File: src/design/soc_config.svh
`ifndef SOC_CONFIG_SVH
`define SOC_CONFIG_SVH

// Number of 32-bit words in the RAM.
`define SOC_RAM_WORDS 256

// Upper 16 address bits of each peripheral region.
// The RAM owns every address whose upper half is zero.
`define SOC_LEDS_BASE 16'h0001
`define SOC_UART_BASE 16'h0002

// Number of pll_clk cycles in one UART bit.
`define SOC_UART_DIV 8

// Number of entries in each UART FIFO.
`define SOC_FIFO_DEPTH 4

`endif

File: src/design/soc_pkg.sv
package soc_pkg;

    // One access on a master port or on the common bus.
    // A request with neither read nor write set is idle.
    typedef struct packed {
        logic [31:0] addr;
        logic        read;
        logic        write;
        logic [3:0]  mask;
        logic [31:0] wdata;
    } mem_req_t;

    // One character from the UART receiver.
    typedef struct packed {
        logic [7:0] data;
        logic       frame_err;
    } rx_entry_t;

endpackage

File: src/design/sync_fifo.sv
`timescale 1ns/100ps

module sync_fifo #(
    parameter type payload_t = logic [7:0],
    parameter int  depth     = 4
) (
    input  logic     pll_clk,
    input  logic     rst,
    input  logic     push,
    input  payload_t push_data,
    input  logic     pop,
    output payload_t pop_data,
    output logic     full,
    output logic     empty
);
    localparam int ptr_w = $clog2(depth);

    payload_t         mem [depth];
    logic [ptr_w-1:0] wr_ptr;
    logic [ptr_w-1:0] rd_ptr;
    logic [ptr_w:0]   count;
    logic             do_push;
    logic             do_pop;

    assign full  = count == (ptr_w + 1)'(depth);
    assign empty = count == '0;

    assign do_push = push && !full;
    assign do_pop  = pop && !empty;

    // The head entry is visible before it is popped.
    assign pop_data = mem[rd_ptr];

    always_ff @(posedge pll_clk) begin
        if (do_push) begin
            mem[wr_ptr] <= push_data;
        end
    end

    always_ff @(posedge pll_clk) begin
        if (rst) begin
            wr_ptr <= '0;
            rd_ptr <= '0;
            count  <= '0;
        end else begin
            if (do_push) begin
                wr_ptr <= wr_ptr + 1'b1;
            end
            if (do_pop) begin
                rd_ptr <= rd_ptr + 1'b1;
            end
            case ({do_push, do_pop})
                2'b10:   count <= count + 1'b1;
                2'b01:   count <= count - 1'b1;
                default: count <= count;
            endcase
        end
    end
endmodule

File: src/design/uart.sv
`timescale 1ns/100ps
`include "soc_config.svh"

module uart (
    input  logic              pll_clk,
    input  logic              rst,
    input  soc_pkg::mem_req_t req,
    input  logic              sel,
    output logic [31:0]       read_value,
    input  logic              rx,
    output logic              tx
);
    import soc_pkg::*;

    logic       data_sel;
    logic       status_sel;
    logic       tx_push;
    logic       tx_pop;
    logic [7:0] tx_head;
    logic       tx_full;
    logic       tx_empty;
    logic       tx_busy;
    logic       rx_push;
    logic       rx_pop;
    logic       rx_empty;
    rx_entry_t  rx_entry;
    rx_entry_t  rx_head;

    // DATA sits at offset 0 and STATUS at offset 4.
    assign data_sel   = sel && req.addr[3:2] == 2'd0;
    assign status_sel = sel && req.addr[3:2] == 2'd1;

    assign tx_push = data_sel && req.write && req.mask[0];
    assign rx_pop  = data_sel && req.read;

    sync_fifo #(
        .payload_t(logic [7:0]),
        .depth(`SOC_FIFO_DEPTH)
    ) u_tx_fifo (
        .pll_clk(pll_clk),
        .rst(rst),
        .push(tx_push),
        .push_data(req.wdata[7:0]),
        .pop(tx_pop),
        .pop_data(tx_head),
        .full(tx_full),
        .empty(tx_empty)
    );

    uart_tx u_uart_tx (
        .pll_clk(pll_clk),
        .rst(rst),
        .data(tx_head),
        .empty(tx_empty),
        .pop(tx_pop),
        .busy(tx_busy),
        .tx(tx)
    );

    uart_rx u_uart_rx (
        .pll_clk(pll_clk),
        .rst(rst),
        .rx(rx),
        .push(rx_push),
        .entry(rx_entry)
    );

    // A full receive FIFO drops the new character.
    sync_fifo #(
        .payload_t(rx_entry_t),
        .depth(`SOC_FIFO_DEPTH)
    ) u_rx_fifo (
        .pll_clk(pll_clk),
        .rst(rst),
        .push(rx_push),
        .push_data(rx_entry),
        .pop(rx_pop),
        .pop_data(rx_head),
        .full(),
        .empty(rx_empty)
    );

    always_ff @(posedge pll_clk) begin
        if (rx_pop && !rx_empty) begin
            read_value <= {23'b0, rx_head.frame_err, rx_head.data};
        end else if (status_sel && req.read) begin
            read_value <= {29'b0, tx_busy, !rx_empty, tx_full};
        end else begin
            read_value <= '0;
        end
    end
endmodule

File: src/design/uart_rx.sv
`timescale 1ns/100ps
`include "soc_config.svh"

module uart_rx (
    input  logic                pll_clk,
    input  logic                rst,
    input  logic                rx,
    output logic                push,
    output soc_pkg::rx_entry_t  entry
);
    localparam int div_w = $clog2(`SOC_UART_DIV);

    logic [2:0]       rx_q;
    logic             rx_s;
    logic             start_edge;
    logic             busy;
    logic [3:0]       bit_idx;
    logic [div_w-1:0] div_cnt;
    logic             sample;
    logic [7:0]       shift;

    // Two synchronizer flops, and a third to find the falling edge.
    always_ff @(posedge pll_clk) begin
        if (rst) begin
            rx_q <= '1;
        end else begin
            rx_q <= {rx_q[1:0], rx};
        end
    end

    assign rx_s       = rx_q[1];
    assign start_edge = rx_q[2] && !rx_q[1];
    assign sample     = busy && div_cnt == div_w'(`SOC_UART_DIV - 1);

    // Bit 0 is the start bit, bits 1 to 8 are data, bit 9 is the stop bit.
    always_ff @(posedge pll_clk) begin
        if (rst) begin
            busy    <= 1'b0;
            push    <= 1'b0;
            bit_idx <= '0;
            div_cnt <= '0;
        end else begin
            push <= 1'b0;
            if (!busy) begin
                if (start_edge) begin
                    // Half a bit of preload puts every sample mid-bit.
                    busy    <= 1'b1;
                    bit_idx <= '0;
                    div_cnt <= div_w'(`SOC_UART_DIV / 2);
                end
            end else begin
                div_cnt <= div_cnt + 1'b1;
                if (sample) begin
                    div_cnt <= '0;
                    bit_idx <= bit_idx + 1'b1;
                    if (bit_idx == 4'd0 && rx_s) begin
                        busy <= 1'b0;
                    end else if (bit_idx == 4'd9) begin
                        busy <= 1'b0;
                        push <= 1'b1;
                    end
                end
            end
        end
    end

    always_ff @(posedge pll_clk) begin
        if (sample) begin
            if (bit_idx >= 4'd1 && bit_idx <= 4'd8) begin
                shift <= {rx_s, shift[7:1]};
            end
            if (bit_idx == 4'd9) begin
                entry.data      <= shift;
                entry.frame_err <= !rx_s;
            end
        end
    end
endmodule

File: src/design/uart_tx.sv
`timescale 1ns/100ps
`include "soc_config.svh"

module uart_tx (
    input  logic       pll_clk,
    input  logic       rst,
    input  logic [7:0] data,
    input  logic       empty,
    output logic       pop,
    output logic       busy,
    output logic       tx
);
    localparam int div_w = $clog2(`SOC_UART_DIV);

    logic [9:0]       frame;
    logic [3:0]       bit_cnt;
    logic [div_w-1:0] div_cnt;
    logic             bit_end;

    assign pop     = !busy && !empty;
    assign bit_end = div_cnt == div_w'(`SOC_UART_DIV - 1);

    // The frame shifts in ones, so the line idles high.
    assign tx = frame[0];

    always_ff @(posedge pll_clk) begin
        if (rst) begin
            frame   <= '1;
            busy    <= 1'b0;
            bit_cnt <= '0;
            div_cnt <= '0;
        end else if (pop) begin
            // Stop bit, data LSB first, then the start bit.
            frame   <= {1'b1, data, 1'b0};
            busy    <= 1'b1;
            bit_cnt <= '0;
            div_cnt <= '0;
        end else if (busy) begin
            div_cnt <= div_cnt + 1'b1;
            if (bit_end) begin
                div_cnt <= '0;
                frame   <= {1'b1, frame[9:1]};
                bit_cnt <= bit_cnt + 1'b1;
                if (bit_cnt == 4'd9) begin
                    busy <= 1'b0;
                end
            end
        end
    end
endmodule

File: config.mk
export PLATFORM = sky130hd
export DESIGN_NAME = uart
export DESIGN_NICKNAME = d
export VERILOG_FILES = /design/src/design/soc_pkg.sv /design/src/design/sync_fifo.sv /design/src/design/uart.sv /design/src/design/uart_rx.sv /design/src/design/uart_tx.sv
export VERILOG_INCLUDE_DIRS = /design/src /design/src/design
export SDC_FILE = /design/constraint.sdc
export NUM_CORES = 1
export LEC_CHECK = 0
export BUFFER_PORTS_ARGS = -buffer_cell sky130_fd_sc_hd__buf_2
export CAP_MARGIN = 10
export CORE_ASPECT_RATIO = 2
export CORE_MARGIN = 1
export CORE_UTILIZATION = 45
export CTS_CLUSTER_SIZE = 16
export DETAILED_ROUTE_END_ITERATION = 6
export PLACE_DENSITY = 0.69
export SLEW_MARGIN = 20
export SYNTH_ARGS = -nofsm -noshare
export SYNTH_HDL_FRONTEND = slang
export SYNTH_HIERARCHICAL = 1
export SYNTH_SLANG_ARGS = --single-unit
File: constraint.sdc
create_clock -name pll_clk -period 2.4 [get_ports pll_clk]
set_input_delay 0.6 -clock pll_clk [delete_from_list [all_inputs] [get_ports pll_clk]]
set_output_delay 0.6 -clock pll_clk [all_outputs]
set_load 0.03 [all_outputs]
==> results of run 1 <==
report_power, final:
group | internal [mW] | switching [mW] | total [mW]
logic | 0.0346 | 0.102 | 0.137
clock network | 1.32 | 0.969 | 2.29
registers | 2.56 | 0.00946 | 2.57
total | 3.92 | 1.08 | 5.00
synthesized netlist by cell type, drive strengths merged, types with 12 or more instances:
cell	number
a21oi	24
buf	36
dfxtp	56
edfxtp	85
ha	20
inv	22
mux4	17
nand2	14
nor2	21
nor3	12
cells by family after synthesis:
family,after synthesis
flip-flops,141
AND/OR/NAND/NOR,112
buffers and inverters,62
AO/OA/AOI/OAI,47
multiplexers,25
adder cells (fa/ha/maj),22
XOR/XNOR,8
other,1
final cells by class:
class                   count  area [um2]
fillers                  1063        6040
flip-flops and latches    141        3670
multi-input cells         237        1890
clock buffers              19         433
repair buffers             38         220
well taps                 150         188
clock inverters            13        93.8
inverters                  22        82.6
metrics by stage:
stage	worst slack [ns]	area, um2	total power, mW
3_5_place_dp	-0.131	6060	2.76
5_1_grt	0.0710	6580	5.17
6_report	0.230	6580	5.00
2_1_floorplan	0.0225	5940	2.75
4_1_cts	0.219	6580	5.05
3_3_place_gp	-0.0802	6060	2.75
state kept, by name, summed over array words and instances, names as in the netlist, 4 cells and up, named ones only:
| register | cells |
|---|---|
| read_value | 9 |
| u_rx_fifo/mem | 36 |
| u_tx_fifo/mem | 32 |
| u_uart_rx/bit_idx | 4 |
| u_uart_rx/entry | 9 |
| u_uart_rx/shift | 8 |
| u_uart_tx/bit_cnt | 4 |
| u_uart_tx/frame | 9 |
routing by layer:
layer  track usage  vias up  wire [um]
li1              -     1562          -
met1         0.140     1608       3340
met2         0.314       59       5940
met3        0.0453       16        324
met4        0.0768        0        189
met5             0        -          0
final timing paths:
| path | start | end | slack [ns] | depth (start not counted) |
|---|---|---|---|---|
| min | rx | u_uart_rx/rx_q[0]$_SDFF_PP1_ | 0.37 | 2 |
| max reg2reg | u_rx_fifo/count[2]$_SDFFE_PP0P_ | u_rx_fifo/count[2]$_SDFFE_PP0P_ | 0.23 | 9 |
| min reg2reg | u_uart_rx/rx_q[0]$_SDFF_PP1_ | u_uart_rx/rx_q[1]$_SDFF_PP1_ | 0.41 | 1 |
| max | u_rx_fifo/count[2]$_SDFFE_PP0P_ | u_rx_fifo/count[2]$_SDFFE_PP0P_ | 0.23 | 9 |
==> results_dict.tcl, run 1 <==
set metrics [dict create \
    synthArstFlopShare 0 \
    cpPeakStageDelay_ns 0.42 \
    post-cts-setup-buffer-count 0 \
    ctsRootBufferMaster "clkbuf_16" \
    area_delta_synth_final_pct 12.4 \
    synth-simple-area-share 0.118 \
    path_clk_slew_ns 0.05 \
    hold_slack_ns 0.370 \
    hold_path_class "input port to flop" \
    ys_seq_area_frac 0.627 \
    synth_edf_count 85 \
    drtAntennaViolNets 0 \
    crit_required_ns 2.74 \
    ys_types 50 \
    num_rows 58 \
    clk_latency_ns 0.41 \
    grt_pass1_wl_um 15600 \
    chipWidth_um 82.7 \
    synthMuxAreaShare 0.0791 \
    drtPass1Iterations 4 \
    drt_iter0_drc 183 \
    port_buffers 26 \
    cts_sinks 141 \
    leakage_nw 2.32 \
    hpwl_um 7190 \
    max_slew_margin 0.517 \
    grt_overflow 0 \
    status "finished clean" \
    dp_cells 588 \
    ys_warn_count 6 \
    fin_cells 620 \
    worstMarginPinSlew_ns 0.720 \
    layout-drive-gt1-share 0.213 \
    cap_violations 0 \
    tns_ns 0 \
    routed_via_density 5.23 \
    grt_antenna_before_repair 0 \
    hold_viol_final 0 \
    synth_area_leaders "edfxtp_1 44%, dfxtp_1 19%, mux4_2 6.5%" \
    rsz0062_at_grt "no" \
    arrival_ns 2.51 \
    cp_common_cell "inv_1" \
    fp.dieArea_um2 13500 \
    cts_tree "done" \
    cts_buffers 17 \
    final-max-slew-violation-count 0 \
    min_period_over_period 0.904 \
    grt_pass1_vias 3305 \
    grt_max_degree 30 \
    nNetsFinal 553 \
    post_cts_resized 0 \
    avgRoutedWirePerCell_um 15.8 \
    vias 3245 \
    h-tree-depth 4 \
    final_cell_mix "85 x edfxtp_1, 56 x dfxtp_1, 26 x buf_2" \
    synth_top_family_by_area "simple AND/OR/NAND/NOR gates" \
    cp_slowest_cell "dfxtp_1" \
    synthAdderAreaFrac 0.0496 \
    skew_ns 0.00729 \
    hold_buffers 0 \
    utilization 0.521 \
    netlist_area_um2 5860 \
    synth-compound-area-share 0.0500 \
    ioPinCount 107 \
    ir_drop_v 0.000818 \
    fp.dieH_um 163 \
    period_needed_ns 2.17 \
    synth_top_area_cell "edfxtp_1" \
    place.gp.congestion 0.757 \
    cts_buffer_depth 2 \
    grt_usage 0.161 \
    cp_max_fo 6 \
    synth_ff_type "edfxtp_1" \
    synth_top_area_share 0.436 \
    cp-end-kind "flop" \
    p_per_area_nw_per_um2 759 \
    drc 0 \
    cp_num_buf_inv 2 \
    start_util 0.464 \
    postSynthAreaPerCell_um2 14.0 \
    antenna_cells 0 \
    worstSetupStartpointType "flop" \
    fmax_mhz 461 \
    setup_violations 0 \
    fp.coreArea_um2 12600 \
    syn-instance-count 418 \
    critical_path_class "flop to flop" \
    layout_commonest_cell "edfxtp_1" \
    ys_ff_latch 141 \
    synth-xor-area-share 0.0120 \
    critical_path.top_delay_family "simple AND/OR/NAND/NOR gates" \
    wirelength_um 9790 \
    crit_chain "nor3b_2, nor2_1, inv_1, ha_1, inv_1, fa_1, xor2_1, or3_1, a21oi_1" \
]
Note: power is estimated with default switching activity, not from simulation.
==> run 2: changes to the inputs <==
CORE_UTILIZATION = 50   (was 45)
CTS_CLUSTER_DIAMETER = 80   (was unset)
GPL_ROUTABILITY_DRIVEN = 0   (was unset)
PLACE_DENSITY = 0.76   (was 0.69)
==> run 2 against run 1 <==
Net effect: count of clock-buffer cells in the layout is 2 higher; final cell count fell by 0.48%; clock power up 12%; wire length is 14% higher; critical path type unchanged; fmax is 6.5% lower; critical path depth unchanged; global-route usage increased by 4.0 points; final area grew 1.4%; sequential power is essentially flat; critical endpoint unchanged.
==> results_dict.tcl, run 2 (same netlist as run 1, synthesis figures left out) <==
set metrics [dict create \
    status "finished clean" \
    port_buffers 26 \
    drt_iter0_drc 196 \
    drtAntennaViolNets 0 \
    layout_commonest_cell "edfxtp_1" \
    final-max-slew-violation-count 0 \
    top_register "u_rx_fifo/mem" \
    worstMarginPinSlew_ns 0.721 \
    grt_use_met3 0.0499 \
    cp_max_fo 5 \
    worstSetupStartpointType "flop" \
    final_cell_mix "85 x edfxtp_1, 55 x dfxtp_1, 26 x buf_2" \
    dp_slack_ns -0.201 \
    cts_sinks 141 \
    hold_path_class "input port to flop" \
    arrival_ns 2.66 \
    utilization 0.588 \
    use_met1 0.183 \
    fin_cells 617 \
    post_cts_resized 0 \
    hold_slack_ns 0.368 \
    h-tree-depth 4 \
    nNetsFinal 558 \
    skew_ns 0.00987 \
    drtPass1Iterations 4 \
    combPwrFrac 0.027 \
    grt_pass1_wl_um 18000 \
    tns_ns 0 \
    layout-drive-gt1-share 0.223 \
    grt_pass1_vias 3687 \
    hold_buffers 0 \
    critical_path_class "flop to flop" \
    area_delta_synth_final_pct 14.0 \
    min_period_over_period 0.966 \
    leakage_nw 2.37 \
    cpPeakStageDelay_ns 0.40 \
    sw_frac_of_total 0.209 \
    post-cts-setup-buffer-count 0 \
    fp.dieH_um 155 \
    power_frac_clock 0.486 \
    p_int_mw 4.17 \
    top_regs "u_rx_fifo/mem (36), u_tx_fifo/mem (32)" \
    cts_buffer_depth 2 \
    power_frac_seq 0.487 \
    crit_required_ns 2.74 \
    grt_max_degree 27 \
    cts_tree "done" \
    dp_cells 585 \
    ir_drop_v 0.000518 \
    cap_violations 0 \
    hold_viol_final 0 \
    ioPinCount 107 \
    num_rows 55 \
    cp_slowest_cell "dfxtp_1" \
    grt_util_met2 0.392 \
    grt_usage 0.201 \
    wirelength_um 11200 \
    clk_latency_ns 0.42 \
    routed_via_density 5.48 \
    drc 0 \
    fmax_mhz 431 \
    worst_slack_ns 0.0805 \
    chipWidth_um 78.5 \
    max_slew_margin 0.517 \
    period_needed_ns 2.32 \
    cp-end-kind "flop" \
    setup_violations 0 \
    grt_overflow 0 \
    fp.dieArea_um2 12200 \
    power_switching_mw 1.10 \
    grt-busiest-layer "met2" \
    ctsRootBufferMaster "clkbuf_16" \
    grt_antenna_before_repair 0 \
    p_per_area_nw_per_um2 790 \
    crit_chain "nor3b_4, nor2_1, inv_1, ha_1, inv_1, fa_1, xor2_1, or3_1, a21oi_1" \
    cp_common_cell "inv_1" \
    avgRoutedWirePerCell_um 18.1 \
    antenna_cells 0 \
    start_util 0.516 \
    vias 3382 \
    path_clk_slew_ns 0.06 \
    fp.coreArea_um2 11400 \
    hpwl_um 7740 \
    cts_buffers 17 \
    largest_reg_flops 36 \
]
run 2: layout make-up:
class	instances	area, um2
clock buffers	21	450
clock inverters	11	134
fillers	858	4680
inverters	22	82.6
multi-input cells	237	1900
flip-flops and latches	141	3670
well taps	142	178
repair buffers	43	258
run 2: power groups by stage:
stage | Sequential (mW) | Combinational [mW] | Clock [mW]
CTS | 2.57 | 0.141 | 2.59
global placement | 2.62 | 0.136 | 0
finish | 2.57 | 0.142 | 2.56
global route | 2.57 | 0.155 | 2.70
detailed placement | 2.62 | 0.140 | 0
floorplan | 2.62 | 0.133 | 0
run 2: worst paths after layout:
check / from / slack, ns / to / cells after the start
worst max register to register: u_rx_fifo/count[0]$_SDFFE_PP0P_ / 0.08 / u_rx_fifo/count[2]$_SDFFE_PP0P_ / 9
worst max-delay path: u_rx_fifo/count[0]$_SDFFE_PP0P_ / 0.08 / u_rx_fifo/count[2]$_SDFFE_PP0P_ / 9
worst min register to register: u_uart_rx/rx_q[0]$_SDFF_PP1_ / 0.41 / u_uart_rx/rx_q[1]$_SDFF_PP1_ / 1
worst min-delay path: rx / 0.37 / u_uart_rx/rx_q[0]$_SDFF_PP1_ / 2
run 2: per-stage QoR:
step	area, um2	power (mW)
6_report	6680	5.27
5_1_grt	6680	5.42
4_1_cts	6670	5.30
3_5_place_dp	6080	2.76
3_3_place_gp	6080	2.76
2_1_floorplan	5940	2.75
run 2: worst max-delay path, delay by kind of cell (launching register included):
kind                       cells  cell delay, ns
and+or+nand+nor                3            0.74
adders and majority gates      2            0.57
DFF                            1            0.40
AOI/OAI and AO/OA              1            0.19
xor gates and xnor gates       1            0.18
buffers and inverters          2            0.16
run 2: layer usage:
metal / wire length [um] / share of wire
met3: 316 / 0.028
met4: 335 / 0.030
met2: 6750 / 0.60
met5: 0 / 0
met1: 3780 / 0.34
