[src/design/soc_config.svh]
`ifndef SOC_CONFIG_SVH
`define SOC_CONFIG_SVH

// Number of 32-bit words in the RAM.
`define SOC_RAM_WORDS 256

// Upper 16 address bits of each peripheral region.
// The RAM owns every address whose upper half is zero.
`define SOC_LEDS_BASE 16'h0001
`define SOC_UART_BASE 16'h0002

// Number of pll_clk cycles in one UART bit.
`define SOC_UART_DIV 8

// Number of entries in each UART FIFO.
`define SOC_FIFO_DEPTH 4

`endif

[src/design/soc_pkg.sv]
package soc_pkg;

    // One access on a master port or on the common bus.
    // A request with neither read nor write set is idle.
    typedef struct packed {
        logic [31:0] addr;
        logic        read;
        logic        write;
        logic [3:0]  mask;
        logic [31:0] wdata;
    } mem_req_t;

    // One character from the UART receiver.
    typedef struct packed {
        logic [7:0] data;
        logic       frame_err;
    } rx_entry_t;

endpackage

[src/design/bus_arbiter.sv]
`timescale 1ns/100ps

module bus_arbiter (
    input  logic              pll_clk,
    input  logic              rst,

    input  soc_pkg::mem_req_t instr_req,
    output logic              instr_ready,
    output logic [31:0]       instr_read_value,

    input  soc_pkg::mem_req_t data_req,
    output logic              data_ready,
    output logic [31:0]       data_read_value,

    output soc_pkg::mem_req_t mem_req,
    input  logic [31:0]       read_value
);
    import soc_pkg::*;

    logic     resp;
    logic     grant_data;
    logic     data_active;
    logic     instr_active;
    mem_req_t chosen;

    assign data_active  = data_req.read || data_req.write;
    assign instr_active = instr_req.read;

    always_comb begin
        chosen = data_active ? data_req : instr_req;
        // The instruction port never writes.
        if (!data_active) begin
            chosen.write = 1'b0;
        end
        mem_req = (!resp && (data_active || instr_active)) ? chosen : '0;
    end

    // The bus alternates between an access cycle and a response cycle.
    always_ff @(posedge pll_clk) begin
        if (rst) begin
            resp       <= 1'b0;
            grant_data <= 1'b0;
        end else if (resp) begin
            resp <= 1'b0;
        end else if (data_active || instr_active) begin
            resp       <= 1'b1;
            grant_data <= data_active;
        end
    end

    assign data_ready  = resp && grant_data;
    assign instr_ready = resp && !grant_data;

    assign data_read_value  = data_ready ? read_value : '0;
    assign instr_read_value = instr_ready ? read_value : '0;
endmodule

[config.mk]
export PLATFORM = sky130hd
export DESIGN_NAME = bus_arbiter
export DESIGN_NICKNAME = d
export VERILOG_FILES = /design/src/design/soc_config.svh /design/src/design/soc_pkg.sv /design/src/design/bus_arbiter.sv
export SDC_FILE = /design/constraint.sdc
export NUM_CORES = 1
export LEC_CHECK = 0
export BUFFER_PORTS_ARGS = -buffer_cell sky130_fd_sc_hd__buf_2
export CORE_AREA = 4 4 120 122
export CTS_CLUSTER_SIZE = 8
export DETAILED_ROUTE_END_ITERATION = 6
export DIE_AREA = 0 0 124 126
export PLACE_DENSITY = 0.44
export SLEW_MARGIN = 40
export SYNTH_ARGS = -nofsm -noshare
export SYNTH_HDL_FRONTEND = slang
export SYNTH_SLANG_ARGS = --single-unit
[constraint.sdc]
create_clock -name pll_clk -period 3.4 [get_ports pll_clk]
set_clock_uncertainty 0.1 [all_clocks]
set_input_delay 0.34 -clock pll_clk [delete_from_list [all_inputs] [get_ports pll_clk]]
set_output_delay 0.34 -clock pll_clk [all_outputs]
set_load 0.03 [all_outputs]
==> results, run 1 <==
- The flow ran to the end, and the final reports show no timing, DRC or antenna violations.
- Counting the fill cells in the layout gives 1,490.
- At the worst endpoint, the required time is 2.96 ns.
- The initial utilization of the core area, before any placement, comes to 12.6%.
- The origin of the worst setup path is data_req[36].
- The via count is 3,389.
- The clock transition at the register clock pins on the worst setup and hold paths after CTS is 0.03 ns.
- Once the clock tree was built, the resizer swapped 0 gates to a different size.
- Sequential elements use 2.41% of the synthesized area.
- At the later pin of the worst-skew pair, clock insertion delay measures 0.22 ns.
- The HPWL after detailed placement is 8040 um.
- The post-route netlist has 53.5% of its cells at a drive strength greater than 1.
- The max-slew violation total from the final report is 0.
- Power spread over the standard cell area amounts to 244 mW/mm2.
- Summed over all cells, the static leakage comes to 2.13 nW.
- The number of antenna violations at the first check in global routing is 0.
- The clock net sink count is 2.
- The setup fix buffers added after clock tree synthesis is 0.
- The number of antenna diodes in the final layout is 0.
- Across the run, the number of max-cap violations was 0.
- The clock passes through at most 2 buffers.
- After layout, the worst path uses 69.1% of the clock period.
- The chip width is 124 um.
- The termination of the worst setup path is mem_req[48].
- CTS built an H-tree with a depth of 1.
- The remaining global-route overflow is 0.
- Traced cell by cell, the critical path runs through buf_2, or2_2, buf_4, nand2_1, a21oi_1, buf_2.
- The first global-routing pass estimated 14,700 um of wire.
- In the layout the commonest cells are 308 x sky130_fd_sc_hd__buf_2, 70 x sky130_fd_sc_hd__a21oi_1, 68 x sky130_fd_sc_hd__nand2_1, 68 x sky130_fd_sc_hd__nand3_1, 33 x sky130_fd_sc_hd__and2_1.
- In the post-synthesis netlist, the biggest area contributors are sky130_fd_sc_hd__a21oi_1 21%, sky130_fd_sc_hd__nand3_1 21%, sky130_fd_sc_hd__nand2_1 15%, sky130_fd_sc_hd__and2_1 12%, sky130_fd_sc_hd__and3_1 12%.
- The cell sitting at the root of the clock tree is a sky130_fd_sc_hd__clkbuf_16.
- The class of the tightest hold or removal check is input pin to flop.
- Summed over its instances, the top area cell type makes up 21.1% of the synthesized netlist area.
- The count of nets left with antenna violations once routing finished came out at 0.
- The placer's final routability congestion estimate is 0.795.
- Among cell families on the critical path, the largest total delay comes from buffers and inverters.
- In this run, CTS created clock tree buffers numbering 3.
- In this design, the stage delay of the slowest critical-path cell is 0.54 ns.
- The startpoint kind of the worst setup timing path is an input pin.
- For the final routed database, the setup TNS stands at 0 ns.
- In this run the mean area of a mapped cell was 5.12 um2.
- The synthesized design spends more area on one cell type than any other, namely sky130_fd_sc_hd__a21oi_1.
- The initialized floorplan defines 42 standard-cell rows.
- The critical-path maximum fanout is 32.
- The total routing usage reported by global routing is 11.2%.
- Counting distinct cell types in the post-synthesis netlist gives 18.
- Compared with the post-synthesis result, the final layout area differs by 103%.
- The cell depth of the worst min-delay path is 2.
- In this design, the critical path's most frequently occurring cell is sky130_fd_sc_hd__buf_2.
- The pre-antenna-repair detailed-routing pass consisted of 7 iterations.
- The worst register-to-register path has a depth of 3.
- Synthesis inferred 2 register bits.
- Leaving out fill and tap cells, the most frequent cell in the layout is sky130_fd_sc_hd__buf_2.
- The worst register-to-register path ends at grant_data$_SDFFE_PP0P_.
- The arrival time of data at the critical path endpoint is 1.91 ns.
- The final-stage net count is 778.
- The number of placed I/O pins is 310.
- The TritonCTS clock tree is built.
- Setup repair after global routing left no endpoint under its margin.
- The total nets after synthesis is 498.
- Setup slack on the critical path of the routed design comes to 1.05 ns.
- During placement, the flow inserted port buffers numbering 308.
- The startpoint identified for the worst register-to-register timing path is resp$_SDFF_PP0_.
- Wires add up to 10,200 um.
- The via count of the first global-routing pass is 3,119.
- The maximum clock rate is 426 MHz.
- Headroom to the max-slew limit came out at 52.3%.
- The worst register-to-register path has a setup slack of 2.03 ns.
- Prior to clock tree synthesis, the placed netlist has a worst setup slack of 1.01 ns.
- The type of element capturing the critical path is an output port.
- The number of buffers and inverters on the critical path is 3.
- The worst-case IR drop observed on VDD is 0.103 mV.
- Dividing the detail-routed wire length by the instance count gives 13.2 um.
- The pin count of the biggest net entering global routing is 107.
- The sequential cells in the finished layout cover a total of 41.3 um2.
- Counting every instance in the synthesized netlist gives 324.
- The die covers 0.0156 mm2.
- The combined area of the multi-input logic cells is 0.00140 mm2.
- The synthesized area is 0.00166 mm2.
- The area of the core is 0.0132 mm2.
- The count of endpoints failing hold in the final timing report is 0.
- For the pin with the worst max-slew slack, the measured transition is 0.715 ns.
- Final hold analysis gives a worst-case slack of 0.195 ns.
- The slowest cell on the critical path is sky130_fd_sc_hd__or2_2.
- In the routed layout, each cell is associated on average with a via count of 4.36.
- Setup violations remaining at the end of the flow were counted as 0.
- The worst path needs 2.35 ns of the cycle, external delays included.
- In this run the number of cells on the critical path is 6.
- For this design, the CTS-stage hold fixing added 0 buffers.
- The path type of the worst setup path is input pin to output port.
- The die is 126 um tall.
- In this run, the number of DRC markers left after iteration 0 of detailed routing was 167.
- The remaining routing DRC violations is 0.
- Yosys printed 0 warnings.
-- layer usage --
layer	up-vias	share of wire, %	routed length, um	GRT usage (%)
li1	1661	-	-	-
met3	10	9.9	1020	1.03
met4	0	1.2	124	2.71
met5	-	0	0	0
met1	1512	35	3620	12.1
met2	206	54	5480	22.6
-- stage by stage --
step	area [um2]	cells	power, mW	util, %
global placement	3280	774	0.645	24.9
global route	3370	778	0.879	25.5
floorplan	1660	324	0.418	-
CTS	3360	777	0.830	25.5
detailed placement	3280	774	0.649	24.9
finish	3370	778	0.822	25.5
-- how the worst min path moves through the flow --
stage,from,to,slack [ns]
floorplan,rst,grant_data$_SDFFE_PP0P_,0.31
global placement,rst,grant_data$_SDFFE_PP0P_,0.41
detailed placement,rst,grant_data$_SDFFE_PP0P_,0.42
CTS,rst,resp$_SDFF_PP0_,0.19
global route,rst,grant_data$_SDFFE_PP0P_,0.19
finish,rst,resp$_SDFF_PP0_,0.20
-- flip-flops by register name (all words and copies together) (netlist names) --
| signal | count |
|---|---|
| grant_data | 1 |
| resp | 1 |
-- layout make-up --
class | instances | area share [%]
clock buffers | 3 | 2.23
repair buffers | 316 | 48.1
inverters | 2 | 0.223
flip-flops and latches | 2 | 1.23
well taps | 176 | 6.54
multi-input cells | 279 | 41.7
-- synth_stat cells --
cell type,number
sky130_fd_sc_hd__buf_6,4
sky130_fd_sc_hd__nor2_4,1
sky130_fd_sc_hd__o21ai_0,1
sky130_fd_sc_hd__buf_2,13
sky130_fd_sc_hd__clkbuf_1,22
sky130_fd_sc_hd__nand3_1,68
sky130_fd_sc_hd__and3_1,32
sky130_fd_sc_hd__inv_1,2
sky130_fd_sc_hd__nand2_1,68
sky130_fd_sc_hd__nand2b_1,1
sky130_fd_sc_hd__buf_4,2
sky130_fd_sc_hd__a21oi_1,70
sky130_fd_sc_hd__a211oi_1,1
sky130_fd_sc_hd__or2_1,1
sky130_fd_sc_hd__and2_1,33
sky130_fd_sc_hd__nor2_1,2
sky130_fd_sc_hd__and2b_1,1
sky130_fd_sc_hd__dfxtp_1,2
-- cell families (layout without fill, tap and decap cells) --
kind of cell / after synthesis / count (layout) / share of synthesized area [%]
compound gates: 72 / 72 / 21.9
flops: 2 / 2 / 2.41
simple gates: 207 / 207 / 62.7
buf+inv: 43 / 321 / 13.0
-- power by group --
group          total [mW]  internal [mW]  leakage, nW  switching (mW)
clock               0.175          0.150       0.0370          0.0256
combinational       0.621          0.205         2.08           0.415
sequential         0.0269         0.0260       0.0170        0.000935
total               0.822          0.380         2.13           0.442
(Power assumes the default switching activity.)
==> run 2: changes to the inputs <==
CORE_AREA = 4 4 117 119   (was 4 4 120 122)
DIE_AREA = 0 0 121 123   (was 0 0 124 126)
PLACE_DENSITY = 0.47   (was 0.44)
clock period = 2 ns   (was 3.4 ns; I/O delays follow)
==> run 2 against run 1 <==
- cell area grew 1.3%
- critical path depth shrank 2
- global-route usage up 0.24 points
- critical path type is now flop to output port
- highest routed layer unchanged
==> results, run 2 (synthesis results as in run 1) <==
- The post-detailed-routing wire length is 9940 um (was 10,200 um).
- The clock latency of the later-clocked register in the worst-skew pair is 0.22 ns (about the same).
- The remaining global-route overflow is 0 (unchanged).
- The maximum vdd drop came to 0.208 mV (was 0.103 mV).
- The post-route cell area is 0.00341 mm2 (was 0.00337 mm2).
- The number of placed I/O pins is 310 (unchanged).
- The leading cell type in the layout, fill and taps excluded is sky130_fd_sc_hd__buf_2 (unchanged).
- The register share of total power came to 3.4% (was 3.3%).
- The first-pass iteration count of the detailed router was 4 (was 7).
- The violation count after the first detailed-route iteration was 195 (was 167).
- The chip width is 121 um (was 124 um).
- The worst-case hold slack is 0.0529 ns (was 0.195 ns).
- The cell area after placement is 0.00334 mm2 (was 0.00328 mm2).
- The layout overhead on the synthesized area is 106% (was 103%).
- The smallest clock period supported by the final layout is computed as 1.67 ns.
- The number of antenna violations at the first check in global routing is 0 (unchanged).
- The detail-routed via count per cell came to 4.31 (was 4.36).
- The setup fix buffers added after clock tree synthesis is 0 (unchanged).
- The number of buffers and inverters on the critical path came to 2 (was 3).
- The die outline height is 123 um (was 126 um).
- The via count of the first global-routing pass came to 3,064 (was 3,119).
- Leading cell types in the layout, fill and taps excluded: 308 x sky130_fd_sc_hd__buf_2, 70 x sky130_fd_sc_hd__a21oi_1, 68 x sky130_fd_sc_hd__nand2_1, 68 x sky130_fd_sc_hd__nand3_1, 33 x sky130_fd_sc_hd__and2_1 (unchanged).
- The max-slew violation total from the final report was 0 (unchanged).
- The count of hold-fix buffers inserted at cts came to 0 (unchanged).
- Timing would allow up to 600 MHz.
- The max-cap violation count is 0 (unchanged).
- The arrival time of data at the critical path endpoint came to 1.37 ns (was 1.91 ns).
- The power density of the placed cells is 413 mW/mm2 (was 244 mW/mm2).
- The switching fraction of total power is 53.1% (was 53.7%).
- Outcome: complete, no violations (unchanged).
- The total setup violations reported at the end of the flow is 0 (unchanged).
- The data required time of the critical path was 1.70 ns (was 2.96 ns).
- The area of the die is 0.0149 mm2 (was 0.0156 mm2).
- The total power came to 1.41 mW (was 0.822 mW).
- The count of endpoints failing hold in the final timing report is 0 (unchanged).
- The via count was 3,337 (was 3,389).
- The diode insertion count for antenna repair was 0 (unchanged).
- The combinational share of power is 75.6% (was 75.4%).
- The path type of the worst setup path is flop to output port (was input pin to output port).
- After layout, the worst path uses 83.3% of the clock period.
- The clock transition at the register clock pins on the worst setup and hold paths after CTS is 0.03 ns (about the same).
- The largest incremental delay on the critical path was 0.37 ns (was 0.54 ns).
- Worst path cell trace: and2b_1, buf_4, and2_1, buf_2 (was buf_2, or2_2, buf_4, nand2_1, a21oi_1, buf_2).
- The number of standard-cell rows in the floorplan came to 41 (was 42).
- The remaining routing DRC violations was 0 (unchanged).
- The design internal power is 0.661 mW (was 0.380 mW).
- The routed wire length per instance is 12.8 um (was 13.2 um).
- RSZ-0062 raised after global routing: no (unchanged).
- The critical-path maximum fanout is 33 (was 32).
- The category of cells accounting for the largest share of critical-path delay is buffers and inverters (unchanged).
- Top flop regs: grant_data: 1 flops, resp: 1 flops (unchanged).
- The number of CTS-inserted buffers was 3 (unchanged).
- The pin count of the biggest net entering global routing is 71 (was 107).
- The number of resized instances in the post-cts repair step is 0 (unchanged).
- The first-pass GRT wire length is 14,400 um (was 14,700 um).
- The startpoint kind of the worst setup timing path is a flop (was input pin).
- The slowest cell on the critical path is sky130_fd_sc_hd__dfxtp_2 (was sky130_fd_sc_hd__or2_2).
- The type of element capturing the critical path is an output port (unchanged).
- The standby leakage power is 2.16 nW (was 2.13 nW).
- The maximum clock insertion buffer count was 2 (unchanged).
- The total routing usage reported by global routing came to 11.4% (was 11.2%).
- The number of cells in the design after placement is 772 (was 774).
- The number of antenna-violating nets in the routed design is 0 (unchanged).
- The worst slew slack as a fraction of its limit was 80.5% (was 52.3%).
- The slew at the pin closest to its max-slew limit was 0.293 ns (was 0.715 ns).
- The clock net sink count came to 2 (unchanged).
- The post-detailed-placement half-perimeter wirelength is 8110 um (was 8040 um).
- The area of the core came to 0.0126 mm2 (was 0.0132 mm2).
- The final-stage net count is 779 (was 778).
- The clock power share came to 21.0% (was 21.3%).
- The level count of the clock H-tree is 1 (unchanged).
- The placer's final routability congestion estimate is 0.761 (was 0.795).
- The class of the tightest hold or removal check was input pin to flop (unchanged).
- The final instance count without filler cells came to 775 (was 778).
- The share of post-route cells with drive strength above 1 is 53.6% (was 53.5%).
- The buffer cell driving the clock tree root was sky130_fd_sc_hd__clkbuf_16 (unchanged).
- The count of buffers from port buffering came to 308 (unchanged).
- The aggregate negative setup slack is 0 ns (unchanged).
- The starting utilization of the core area came to 13.2% (was 12.6%).
- The TritonCTS clock tree is built (unchanged).
- The switching power summed over all nets came to 0.749 mW (was 0.442 mW).
run 2: cell count changes in the layout (fill, tap and decap cells not counted):
| cell | before | now |
|---|---|---|
| sky130_fd_sc_hd__buf_6 | 2 | 0 |
| sky130_fd_sc_hd__buf_12 | 1 | 5 |
| sky130_fd_sc_hd__buf_4 | 5 | 4 |
run 2: worst reg2reg max path, stage by stage, from the launching register on:
cell                      delay, ns
sky130_fd_sc_hd__dfxtp_1       0.31
sky130_fd_sc_hd__buf_4         0.27
sky130_fd_sc_hd__o21ai_0       0.13
sky130_fd_sc_hd__a21oi_1       0.13
run 2: metal layers:
layer  up-vias  GRT usage (%)  wire length [um]
met5         -              0                 0
met2       210           22.9              5230
met4         0           2.62               128
li1       1664              -                 -
met1      1453           12.5              3560
met3        10           1.78              1020
run 2: power by group through the flow:
stage,Clock (mW),Sequential [mW],Combinational (mW)
finish,0.296,0.0478,1.07
global route,0.312,0.0484,1.15
CTS,0.304,0.0479,1.08
detailed placement,0,0.0483,1.07
global placement,0,0.0482,1.07
floorplan,0,0.0465,0.664
run 2: path summary, 6_finish.rpt:
| path | from | end | slack [ns] | cells past startpoint |
|---|---|---|---|---|
| worst max-delay path | resp$_SDFF_PP0_ | instr_read_value[0] | 0.33 | 4 |
| worst min-delay path | rst | grant_data$_SDFFE_PP0P_ | 0.05 | 2 |
| worst max register to register | grant_data$_SDFFE_PP0P_ | grant_data$_SDFFE_PP0P_ | 0.99 | 3 |
| worst min register to register | resp$_SDFF_PP0_ | resp$_SDFF_PP0_ | 0.60 | 2 |
run 2: layout make-up:
class                           count  area (um2)
Fill cell                        1392        9150
Tap cell                          172         215
Clock buffer                        3        75.1
Timing Repair Buffer              317        1670
Inverter                            2        7.51
Sequential cell                     2        41.3
Multi-Input combinational cell    279        1400
run 2: metrics by stage:
stage          worst slack (ns)  utilization (%)
3_3_place_gp              0.364             26.6
6_report                  0.333             27.2
3_5_place_dp              0.361             26.6
4_1_cts                   0.307             27.2
5_1_grt                   0.246             27.2
2_1_floorplan             0.445                -
==> run 3: changes to the inputs <==
PLACE_DENSITY = 0.45   (was 0.47)
clock period = 1.66 ns   (was 2 ns; I/O delays follow)
==> run 3 against run 2 <==
- final cell count rose by 0.26%
- combinational power rose by 21%
- sequential cell count did not move
- clock power rose by 21%
- core utilization rose by 0.28 points
- die area did not move
- count of clock-buffer cells in the layout did not move
- first-iteration DRC count rose by 8.2%
- highest routed layer unchanged
- critical endpoint is now instr_read_value[22]
==> results, run 3 (synthesis results as in run 1) <==
- Worst path cell trace: and2b_1, buf_6, and2_1, buf_2 (was and2b_1, buf_4, and2_1, buf_2).
- The final-stage net count was 781 (was 779).
- The count of endpoints failing hold in the final timing report is 0 (unchanged).
- The starting utilization of the core area came to 13.2% (unchanged).
- The total setup violations reported at the end of the flow is 0 (unchanged).
- The power density of the placed cells is 498 mW/mm2 (was 413 mW/mm2).
- The worst slew slack as a fraction of its limit is 79.5% (was 80.5%).
- The remaining routing DRC violations is 0 (unchanged).
- The number of CTS-inserted buffers came to 3 (unchanged).
- The number of resized instances in the post-cts repair step is 0 (unchanged).
- The via count of the first global-routing pass was 3,049 (was 3,064).
- The clock net sink count is 2 (unchanged).
- The critical-path maximum fanout is 27 (was 33).
- The cell area after placement is 0.00337 mm2 (was 0.00334 mm2).
- The max-slew violation total from the final report is 0 (unchanged).
- The area of the die is 0.0149 mm2 (unchanged).
- The leading cell type in the layout, fill and taps excluded is sky130_fd_sc_hd__buf_2 (unchanged).
- The maximum clock insertion buffer count is 2 (unchanged).
- The aggregate negative setup slack is 0 ns (unchanged).
- The number of antenna violations at the first check in global routing came to 0 (unchanged).
- The area of the core was 0.0126 mm2 (unchanged).
- The count of buffers from port buffering is 308 (unchanged).
- The worst reg2reg path endpoint is grant_data$_SDFFE_PP0P_ (unchanged).
- The type of element capturing the critical path is an output port (unchanged).
- The clock transition at the register clock pins on the worst setup and hold paths after CTS is 0.03 ns (about the same).
- The violation count after the first detailed-route iteration was 211 (was 195).
- The first-pass iteration count of the detailed router is 4 (unchanged).
- The time the final worst path needs with I/O delays and setup is 1.59 ns.
- The first-pass GRT wire length came to 14,800 um (was 14,400 um).
- The class of the tightest hold or removal check was input pin to flop (unchanged).
- The slew at the pin closest to its max-slew limit is 0.308 ns (was 0.293 ns).
- The routed wire length per instance came to 13.1 um (was 12.8 um).
- The final-layout fill cell count is 1,383 (was 1,392).
- The largest incremental delay on the critical path was 0.35 ns (was 0.37 ns).
- The reg-to-reg startpoint is resp$_SDFF_PP0_ (was grant_data$_SDFFE_PP0P_).
- The arrival time of data at the critical path endpoint came to 1.32 ns (was 1.37 ns).
- The via count is 3,325 (was 3,337).
- Leading cell types in the layout, fill and taps excluded: 308 x sky130_fd_sc_hd__buf_2, 70 x sky130_fd_sc_hd__a21oi_1, 68 x sky130_fd_sc_hd__nand2_1, 68 x sky130_fd_sc_hd__nand3_1, 33 x sky130_fd_sc_hd__and2_1 (unchanged).
- The data required time of the critical path is 1.39 ns (was 1.70 ns).
- The standby leakage power came to 2.17 nW (was 2.16 nW).
- The die outline height is 123 um (unchanged).
- The TritonCTS clock tree is built (unchanged).
- The slowest cell on the critical path is sky130_fd_sc_hd__dfxtp_2 (unchanged).
- The buffer cell driving the clock tree root is sky130_fd_sc_hd__clkbuf_16 (unchanged).
- The post-detailed-placement half-perimeter wirelength was 8450 um (was 8110 um).
- The share of the cycle needed by the critical path after routing is 95.6%.
- The maximum vdd drop was 0.124 mV (was 0.208 mV).
- The level count of the clock H-tree is 1 (unchanged).
- The depth of the most critical reg-to-reg path is 3 (unchanged).
- The pin count of the biggest net entering global routing is 61 (was 71).
- The max-cap violation count is 0 (unchanged).
- The reg2reg setup slack was 0.64 ns (was 0.99 ns).
- The share of post-route cells with drive strength above 1 is 53.7% (was 53.6%).
- The detail-routed via count per cell is 4.28 (was 4.31).
- The number of antenna-violating nets in the routed design is 0 (unchanged).
- The number of placed I/O pins is 310 (unchanged).
- The path type of the worst setup path is flop to output port (unchanged).
- The layout overhead on the synthesized area was 108% (was 106%).
- The post-detailed-routing wire length is 10,200 um (was 9940 um).
- The total routing usage reported by global routing is 11.8% (was 11.4%).
- The placer's final routability congestion estimate came to 0.766 (was 0.761).
- The setup fix buffers added after clock tree synthesis was 0 (unchanged).
- The clock latency of the later-clocked register in the worst-skew pair is 0.22 ns (about the same).
- The remaining global-route overflow is 0 (unchanged).
- The diode insertion count for antenna repair came to 0 (unchanged).
- Top flop regs: grant_data: 1 flops, resp: 1 flops (unchanged).
- The origin of the worst setup path was resp$_SDFF_PP0_ (unchanged).
- Outcome: complete, no violations (unchanged).
- The termination of the worst setup path is instr_read_value[22] (was instr_read_value[0]).
- The startpoint kind of the worst setup timing path is a flop (unchanged).
- The post-route cell area is 0.00345 mm2 (was 0.00341 mm2).
- RSZ-0062 raised after global routing: no (unchanged).
- The chip width is 121 um (unchanged).
- The maximum clock rate is 630 MHz.
- The number of standard-cell rows in the floorplan is 41 (unchanged).
- The count of hold-fix buffers inserted at cts is 0 (unchanged).
-- run 3: per-layer routing --
| layer | share of wire [%] | track usage [%] | vias to the layer above | wire (um) |
|---|---|---|---|---|
| met4 | 0.96 | 2.12 | 0 | 98 |
| li1 | - | - | 1666 | - |
| met5 | 0 | 0 | - | 0 |
| met3 | 8.8 | 1.24 | 8 | 901 |
| met2 | 52 | 22.6 | 181 | 5270 |
| met1 | 38 | 14.3 | 1470 | 3920 |
-- run 3: power breakdown --
part | switching (mW) | total (mW) | leakage, nW | internal, mW
registers | 0.00348 | 0.0567 | 0.0170 | 0.0533
clock network | 0.0521 | 0.358 | 0.0370 | 0.306
logic | 0.856 | 1.30 | 2.12 | 0.446
total | 0.911 | 1.72 | 2.17 | 0.805
-- run 3: layout make-up --
| type | count | area, um2 | area share (%) |
|---|---|---|---|
| inverter | 2 | 7.51 | 0.218 |
| tap | 172 | 215 | 6.24 |
| clock buffer | 3 | 75.1 | 2.18 |
| sequential | 2 | 41.3 | 1.20 |
| timing repair buffer | 319 | 1710 | 49.5 |
| multi-input combinational | 279 | 1400 | 40.7 |
-- run 3: stage by stage --
step	setup slack [ns]	hold WS [ns]	total power, mW	cells	utilization (%)
6_report	0.0726	0.0201	1.72	777	27.4
5_1_grt	0.00339	0.0269	1.84	777	27.4
4_1_cts	0.000410	0.0180	1.73	777	27.4
3_5_place_dp	0.137	0.245	1.36	774	26.8
3_3_place_gp	0.157	0.238	1.36	774	26.8
2_1_floorplan	0.139	0.135	0.856	324	-
-- run 3: worst min-delay path by stage --
stage          startpoint                       to  slack [ns]  cells after the start
6_report              rst  grant_data$_SDFFE_PP0P_        0.02                      2
5_1_grt               rst          resp$_SDFF_PP0_        0.03                      2
4_1_cts               rst  grant_data$_SDFFE_PP0P_        0.02                      2
3_5_place_dp          rst  grant_data$_SDFFE_PP0P_        0.25                      2
3_3_place_gp          rst  grant_data$_SDFFE_PP0P_        0.24                      2
2_1_floorplan         rst  grant_data$_SDFFE_PP0P_        0.14                      1
-- run 3: critical path, delay by kind of cell (launching register included) --
family                 cells  cell delay, ns
and+or+nand+nor            2            0.34
DFF                        1            0.35
buffers and inverters      2            0.39
